<file path="config.mk">
export PLATFORM = sky130hd
export DESIGN_NAME = fetch_stage
export DESIGN_NICKNAME = d
export VERILOG_FILES = /design/src/icache_pkg.sv /design/src/fetch_stage.sv
export SDC_FILE = /design/constraint.sdc
export NUM_CORES = 1
export LEC_CHECK = 0
export BUFFER_PORTS_ARGS = -buffer_cell sky130_fd_sc_hd__buf_2
export CAP_MARGIN = 20
export CORE_AREA = 4 4 111 113
export CTS_CLUSTER_DIAMETER = 120
export DETAILED_ROUTE_END_ITERATION = 6
export DIE_AREA = 0 0 115 117
export PLACE_DENSITY = 0.88
export SKIP_CTS_REPAIR_TIMING = 1
export SLEW_MARGIN = 20
export SYNTH_ARGS = -nofsm -noshare
export SYNTH_HDL_FRONTEND = slang
export SYNTH_SLANG_ARGS = --single-unit
</file>
<file path="constraint.sdc">
create_clock -name clock -period 3.6 [get_ports clock]
set_clock_uncertainty 0.05 [all_clocks]
set_input_delay 0.72 -clock clock [delete_from_list [all_inputs] [get_ports clock]]
set_output_delay 0.72 -clock clock [all_outputs]
set_load 0.005 [all_outputs]
</file>
<file path="src/icache_pkg.sv">
`default_nettype none

package icache_pkg;

  //////////////////////////////////////////////////////////////////////
  // address split
  //////////////////////////////////////////////////////////////////////

  // bits of a byte address that the memory decodes
  localparam int MEM_ADDR_BITS = 16;
  localparam int BLOCK_OFFSET_BITS = 3;
  localparam int NUM_SET_BITS = 5;
  localparam int NUM_TAG_BITS = MEM_ADDR_BITS - NUM_SET_BITS - BLOCK_OFFSET_BITS;
  localparam int NUM_SETS = 1 << NUM_SET_BITS;

  // fetch, queue head, send entry
  localparam int STORE_RD_PORTS = 3;

  //////////////////////////////////////////////////////////////////////
  // request queue
  //////////////////////////////////////////////////////////////////////

  localparam int INST_BUFFER_LEN = 6;
  // tail can sit one past the last entry
  localparam int QUEUE_PTR_BITS = $clog2(INST_BUFFER_LEN + 1);
  localparam int NUM_INST_PREFETCH = 4;
  localparam int NUM_CAM_TAGS = 1 + NUM_INST_PREFETCH;

  //////////////////////////////////////////////////////////////////////
  // memory port
  //////////////////////////////////////////////////////////////////////

  // response tag 0 is a refusal
  localparam int MEM_TAG_BITS = 4;
  localparam int BUS_CMD_BITS = 2;
  localparam logic [BUS_CMD_BITS-1:0] BUS_NONE = 2'h0;
  localparam logic [BUS_CMD_BITS-1:0] BUS_LOAD = 2'h1;

  // one returned block, slot 0 is the low word (addr bit 2 clear)
  typedef union packed {
    logic [63:0]      dword;
    logic [1:0][31:0] slot;
  } fetch_block_u;

endpackage

`default_nettype wire

</file>
<file path="src/fetch_stage.sv">
`timescale 1ns/1ps
`default_nettype none

module fetch_stage (
  input  logic clock,
  input  logic reset,
  input  logic redirect,
  input  logic [63:0] redirect_pc,
  input  icache_pkg::fetch_block_u block_data,
  input  logic block_valid,
  output logic [63:0] fetch_addr,
  output logic [31:0] inst,
  output logic [63:0] inst_pc,
  output logic inst_valid
);
  import icache_pkg::*;

  logic [63:0] pc;

  //////////////////////////////////////////////////////////////////////
  // program counter
  //////////////////////////////////////////////////////////////////////

  always_ff @(posedge clock) begin
    if (reset) begin
      pc <= '0;
    end else if (redirect) begin
      pc <= redirect_pc;
    end else if (inst_valid) begin
      pc <= pc + 64'd4;
    end
  end

  assign fetch_addr = pc;
  assign inst_pc = pc;

  // word select within the block by bit 2
  assign inst = block_data.slot[pc[2]];
  // redirect squashes the instruction at the old pc
  assign inst_valid = block_valid & ~redirect;

endmodule

`default_nettype wire

</file>
==> out/metrics.cfg, run 1 <==
[outcome]
status = finished clean

[sta]
fmaxAchievable_mhz = 387.1
hold_viol_final = 0
worst_slew_pin_slew_ps = 877.1
slew_headroom = 0.4099
drv_slew = 0
period_minus_slack_ps = 2584
finalSetupTns_ps = 0
period_share = 0.7177
rsz0062_at_grt = no
worst_slack_ps = 1016
finalHoldWorstSlack_ps = 478.5
setup-violations-final = 0

[worst_setup_path]
rrSetupSlack_ps = 1020
crit_path_max_fanout = 37
start_kind = flop
criticalPathCategory = reg -> reg
worstPathRequired_ps = 3810
cp-end-kind = flop
crit_arrival_ps = 2790

[clock_tree]
cts_htree_levels = 3
clockRootBuffer = clkbuf_16
cts_buffer_depth = 2
insertion_delay_ps = 330
clk_pin_slew_ps = 60
cts.sinks = 64
cts_tree = yes
cts_buffers = 9

[placement]
io_buffers = 292
dp_hpwl_um = 14550
dp_slack_ps = 852.4
placed_cell_area_mm2 = 0.005714
globalplace.congestion = 0.9346

[die]
start_util = 0.4103
die_w_um = 115
die_y_um = 117
ioPinCount = 293
die_area_mm2 = 0.01346
core_area_mm2 = 0.01132
rows = 39

[routing]
postRouteAntennaNets = 0
wl_per_cell_um = 19.70
drc = 0
via_per_inst = 5.610
vias = 5245
firstDrtPassIters = 5
drt_iter0_drc = 564
routed_wl_um = 18420

[yosys]
synth_top_area_frac = 0.2759
yosys_warnings = 0
syn-instance-count = 575
syn-mean-instance-area_um2 = 8.077
synth_nets = 708
yosys_register_bits = 64
synthTopCellsByArea = dfxtp_1, buf_4, mux2_2, nor2_1, nand4_1
synth.distinct_cells = 52
synth_top_area_cell = dfxtp_1
seq_area_frac_synth = 0.2759
syn-cell-area_mm2 = 0.004644

[grt]
antenna_found_initial = 1
grt_pass1_vias = 4915
overflow = 0
grt_max_degree = 57
grt_pass1_wl_um = 26800
grt_usage = 0.2589

[power]
leakage_uw = 0.002714
ir_worst_vdd_v = 0.0002201
cellPowerDensity_mw_per_mm2 = 349.8
p_total_uw = 2098

[layout]
area_growth_pct = 29.15
multi_input_area_mm2 = 0.002688
largest_register_ff_count = 64
design_area_mm2 = 0.005998
register_area_mm2 = 0.001281
nFillCells = 1127
layout-drive-gt1-share = 0.4602
num-nets-final = 919
layout_common_cells = buf_2, dfxtp_1, nor2_1, nand2_1, mux2_2
final_common_cell = buf_2

[flow_run]
cap_violations = 0

[worst_hold_path]
hp-class = reg -> reg

-- critical path: stages (launching register included) --
cell	delay [ps]
dfxtp_1	340
buf_4	400
and4_1	260
nand4_1	240
or2_2	460
or4b_2	630
o211ai_1	110
-- per-stage QoR --
step | util | std cells
floorplan | - | 575
global placement | 0.5048 | 918
detailed placement | 0.5048 | 918
CTS | 0.5296 | 934
global route | 0.5298 | 935
finish | 0.5298 | 935
-- cells in the mapped netlist (all sizes together) --
| cell | instances |
|---|---|
| a2111oi | 6 |
| a211oi | 20 |
| a21oi | 15 |
| a221oi | 1 |
| a311oi | 19 |
| a31oi | 3 |
| and2 | 4 |
| and3 | 15 |
| and4 | 10 |
| buf | 70 |
| clkbuf | 30 |
| dfxtp | 64 |
| ha | 1 |
| inv | 12 |
| mux2 | 32 |
| mux2i | 6 |
| nand2 | 35 |
| nand2b | 2 |
| nand3 | 21 |
| nand3b | 1 |
| nand4 | 28 |
| nand4b | 2 |
| nor2 | 55 |
| nor2b | 2 |
| nor3 | 11 |
| nor3b | 2 |
| nor4 | 7 |
| nor4b | 4 |
| o211ai | 3 |
| o21a | 1 |
| o21ai | 10 |
| o21ba | 1 |
| o21bai | 2 |
| o221ai | 1 |
| o22ai | 4 |
| o311ai | 2 |
| o31a | 3 |
| o31ai | 10 |
| or2 | 3 |
| or3 | 14 |
| or4 | 11 |
| or4b | 2 |
| xnor2 | 12 |
| xor2 | 18 |
-- layer usage --
metal / vias up / track usage / share of wire
li1: 2501 / - / -
met1: 2420 / 0.2836 / 0.35
met2: 297 / 0.4803 / 0.52
met3: 27 / 0.06375 / 0.097
met4: 0 / 0.1002 / 0.031
met5: - / 0 / 0
-- path summary, 6_finish.rpt --
| check | from | end | cells past startpoint |
|---|---|---|---|
| worst min register to register | fetch_addr[1] | fetch_addr[1] | 2 |
| worst max register to register | fetch_addr[2] | fetch_addr[49] | 6 |
| worst min-delay path | fetch_addr[1] | fetch_addr[1] | 2 |
| worst max-delay path | fetch_addr[2] | fetch_addr[49] | 6 |
-- layout make-up --
| class | instances | share of cell area |
|---|---|---|
| Inverter | 12 | 0.007509 |
| Timing Repair Buffer | 300 | 0.2537 |
| Clock buffer | 10 | 0.03984 |
| Antenna cell | 1 | 0.0004172 |
| Clock inverter | 6 | 0.007092 |
| Multi-Input combinational cell | 399 | 0.4481 |
| Tap cell | 143 | 0.02983 |
| Sequential cell | 64 | 0.2136 |
-- kinds of logic (layout without fill, tap and decap cells) --
family,count (synthesis),count (layout),synth area share
simple gates,229,229,0.2718
buf+inv,112,328,0.1455
compound gates,101,101,0.1571
flops,64,64,0.2759
mux,38,38,0.09052
xor+xnor,30,30,0.05657
fa+ha+maj,1,1,0.002694
other cells,0,1,0
-- power by group --
part / internal, uW / switching [uW]
Combinational: 220 / 206
Sequential: 757 / 81.8
Clock: 487 / 345
Note: power is estimated with default switching activity, not from simulation.
==> run 2, diff against run 1 <==
ABC_AREA = 1   (was default)
CORE_AREA = 4 4 120 122   (was 4 4 111 113)
DIE_AREA = 0 0 124 126   (was 0 0 115 117)
PLACE_DENSITY = 0.87   (was 0.88)
clock period = 2.22 ns   (was 3.6 ns; I/O delays follow)
==> run 2 against run 1 <==
Net effect: first-iteration DRC count rose by 12%; sequential cell count did not move; sequential share of layout area fell by 2.9 points; clock power rose by 94%; non-clock buffer count rose by 12; via count rose by 29%; hold slack got worse by 190 ps; critical path depth fell by 2; combinational power rose by 70%; sequential power rose by 61%; worst setup slack got worse by 830 ps; critical path type is now reg -> out; largest power group is now clock.
==> out/metrics.cfg, run 2 <==
[sta]
finalSetupTns_ps = 0  ; unchanged
setup-violations-final = 0  ; unchanged
drv_slew = 0  ; unchanged
period_share = 0.9155
period_minus_slack_ps = 2033
hold_viol_final = 0  ; unchanged
slew_headroom = 0.6419  ; was 0.4099
worst_slack_ps = 187.5  ; was 1016 ps
fmaxAchievable_mhz = 492.0
rsz0062_at_grt = no  ; unchanged
worst_slew_pin_slew_ps = 535.9  ; was 877.1 ps

[yosys]
synth_top_area_frac = 0.2530  ; was 0.2759
synth_nets = 1041  ; was 708
syn-cell-area_mm2 = 0.005340  ; was 0.004644 mm^2
syn-instance-count = 908  ; was 575
synth_flop_cell = dfxtp_1  ; unchanged
async_flop_share = 0  ; unchanged
syn-mean-instance-area_um2 = 5.881  ; was 8.077 um^2
synthTopCellsByArea = nand2_1, dfxtp_1, buf_4, nor2_1, a22oi_1  ; was dfxtp_1, buf_4, mux2_2, nor2_1, nand4_1
yosys_warnings = 0  ; unchanged
post-synth-top-count-cell = nand2_1
synth_top_area_cell = nand2_1  ; was dfxtp_1
seq_area_frac_synth = 0.2399  ; was 0.2759
synth_edf_count = 0  ; unchanged
synthTopCellsByCount = nand2_1, nor2_1, buf_4, dfxtp_1, a21oi_1  ; was buf_4, dfxtp_1, nor2_1, nand2_1, mux2_2
synth.distinct_cells = 25  ; was 52
yosys_register_bits = 64  ; unchanged

[layout]
nFillCells = 1355  ; was 1127
register_area_mm2 = 0.001281  ; unchanged
final_common_cell = nand2_1  ; was buf_2
final_util = 0.5265  ; was 0.5298
fin_cells = 1316  ; was 935
num-nets-final = 1268  ; was 919
diodes = 0  ; was 1
layout_common_cells = nand2_1, buf_2, nor2_1, dfxtp_1, a21oi_1  ; was buf_2, dfxtp_1, nor2_1, nand2_1, mux2_2
largest_register_ff_count = 64  ; unchanged
layout-drive-gt1-share = 0.3061  ; was 0.4602
area_growth_pct = 30.04  ; was 29.15%
design_area_mm2 = 0.006944  ; was 0.005998 mm^2
multi_input_area_mm2 = 0.003323  ; was 0.002688 mm^2

[clock_tree]
cts_buffer_depth = 2  ; unchanged
cts_htree_levels = 3  ; unchanged
cts_buffers = 9  ; unchanged
insertion_delay_ps = 340  ; was 330 ps
clk_pin_slew_ps = 60  ; about the same
cts_tree = yes  ; unchanged
cts.sinks = 64  ; unchanged
clockRootBuffer = clkbuf_16  ; unchanged

[worst_setup_path]
worst-path-buf-inv = 2  ; was 1
cp-end-kind = output port  ; was flop
start_kind = flop  ; unchanged
crit_top_cell = nand2_1
worstPathRequired_ps = 1730  ; was 3810 ps
slowest_delay_ps = 440  ; was 630 ps
cpLargestDelayFamily = buffers and inverters  ; was simple AND/OR/NAND/NOR gates
crit_arrival_ps = 1540  ; was 2790 ps
critPathSlowestCell = dfxtp_1  ; was or4b_2
path_cells = buf_4 > nand2_1 > nand2_1 > buf_2  ; was buf_4 > and4_1 > nand4_1 > or2_2 > or4b_2 > o211ai_1
crit_path_max_fanout = 35  ; was 37
criticalPathCategory = reg -> out  ; was reg -> reg

[flow_run]
cap_violations = 0  ; unchanged

[routing]
firstDrtPassIters = 5  ; unchanged
wl_met3_um = 1832  ; was 1786 um
dr.max_layer_used = met4  ; unchanged
wl_per_cell_um = 16.84  ; was 19.70 um
drc = 0  ; unchanged
postRouteAntennaNets = 0  ; unchanged
via_per_inst = 5.147  ; was 5.610
vias = 6774  ; was 5245
met2WireLength_um = 11320  ; was 9664 um
m1WireLength_um = 8301  ; was 6407 um
drt_iter0_drc = 634  ; was 564
routed_wl_um = 22170  ; was 18420 um

[placement]
dp_slack_ps = 317.6  ; was 852.4 ps
globalplace.congestion = 0.9961  ; was 0.9346
dp_hpwl_um = 18410  ; was 14550 um
dp.cells = 1300  ; was 918
io_buffers = 292  ; unchanged
placed_cell_area_mm2 = 0.006603  ; was 0.005714 mm^2

[die]
die_w_um = 124  ; was 115 um
ioPinCount = 293  ; unchanged
die_y_um = 126  ; was 117 um
die_area_mm2 = 0.01562  ; was 0.01346 mm^2
core_area_mm2 = 0.01319  ; was 0.01132 mm^2
start_util = 0.4049  ; was 0.4103
rows = 42  ; was 39

[worst_hold_path]
hp-class = in -> reg  ; was reg -> reg

[grt]
grt_pass1_wl_um = 33550  ; was 26800 um
antenna_found_initial = 0  ; was 1
grt_pass1_vias = 6382  ; was 4915
overflow = 0  ; unchanged
grt_usage = 0.2771  ; was 0.2589
grt_max_degree = 45  ; was 57

[power]
leakage_uw = 0.003202  ; was 0.002714 uW
cellPowerDensity_mw_per_mm2 = 529.9  ; was 349.8 mW/mm^2
ir_worst_vdd_v = 0.0003709  ; was 0.0002201 V

[outcome]
status = finished clean  ; unchanged

==> run 2: cell count changes in the layout (fill, tap and decap cells not counted), sizes merged, moves of 12 or more <==
cell / delta
nand2: +329
nor2: +82
a22oi: +46
a21oi: +33
mux2: -32
inv: +23
a211oi: -20
a311oi: -19
and3: -15
or3: -14
buf: +12
==> run 2: cell type report <==
| class | count | share of cell area |
|---|---|---|
| Timing Repair Buffer | 312 | 0.2357 |
| Multi-Input combinational cell | 711 | 0.4786 |
| Clock buffer | 12 | 0.03838 |
| Inverter | 37 | 0.02036 |
| Tap cell | 176 | 0.03171 |
| Sequential cell | 64 | 0.1845 |
| Clock inverter | 4 | 0.01081 |
==> run 2: path summary, 6_finish.rpt <==
check	from	end	slack, ps	cells after the start
max reg2reg	fetch_addr[2]	fetch_addr[30]	270	8
min	redirect_pc[0]	fetch_addr[0]	290	3
max	fetch_addr[2]	inst[2]	190	4
min reg2reg	fetch_addr[1]	fetch_addr[1]	480	2
==> run 2: routing by layer <==
| metal | vias up | track usage |
|---|---|---|
| met4 | 0 | 0.1089 |
| met5 | - | 0 |
| met1 | 3045 | 0.3214 |
| li1 | 3338 | - |
| met3 | 40 | 0.04484 |
| met2 | 351 | 0.5008 |
==> run 2: worst min-delay path, cell delays in order <==
cell	delay [ps]
buf_2	80
nor2_1	40
nor2_1	80
==> run 2: metrics by stage <==
step	total power, uW	hold WS (ps)
global route	3841	302.1
detailed placement	2098	462.8
floorplan	1739	476.0
finish	3680	285.7
CTS	3694	282.6
global placement	2089	457.9
==> run 2: logic make-up (layout without fill, tap and decap cells) <==
group,Yosys count,count (layout),share of synthesized area
buf+inv,133,365,0.1406
xor+xnor,32,32,0.05248
simple gates,554,554,0.4217
flops,64,64,0.2399
compound gates,124,124,0.1429
fa+ha+maj,1,1,0.002343
==> run 2: power by group <==
group	internal (uW)	switching, uW
sequential	1220	127
clock	1070	535
combinational	349	376
total	2640	1040
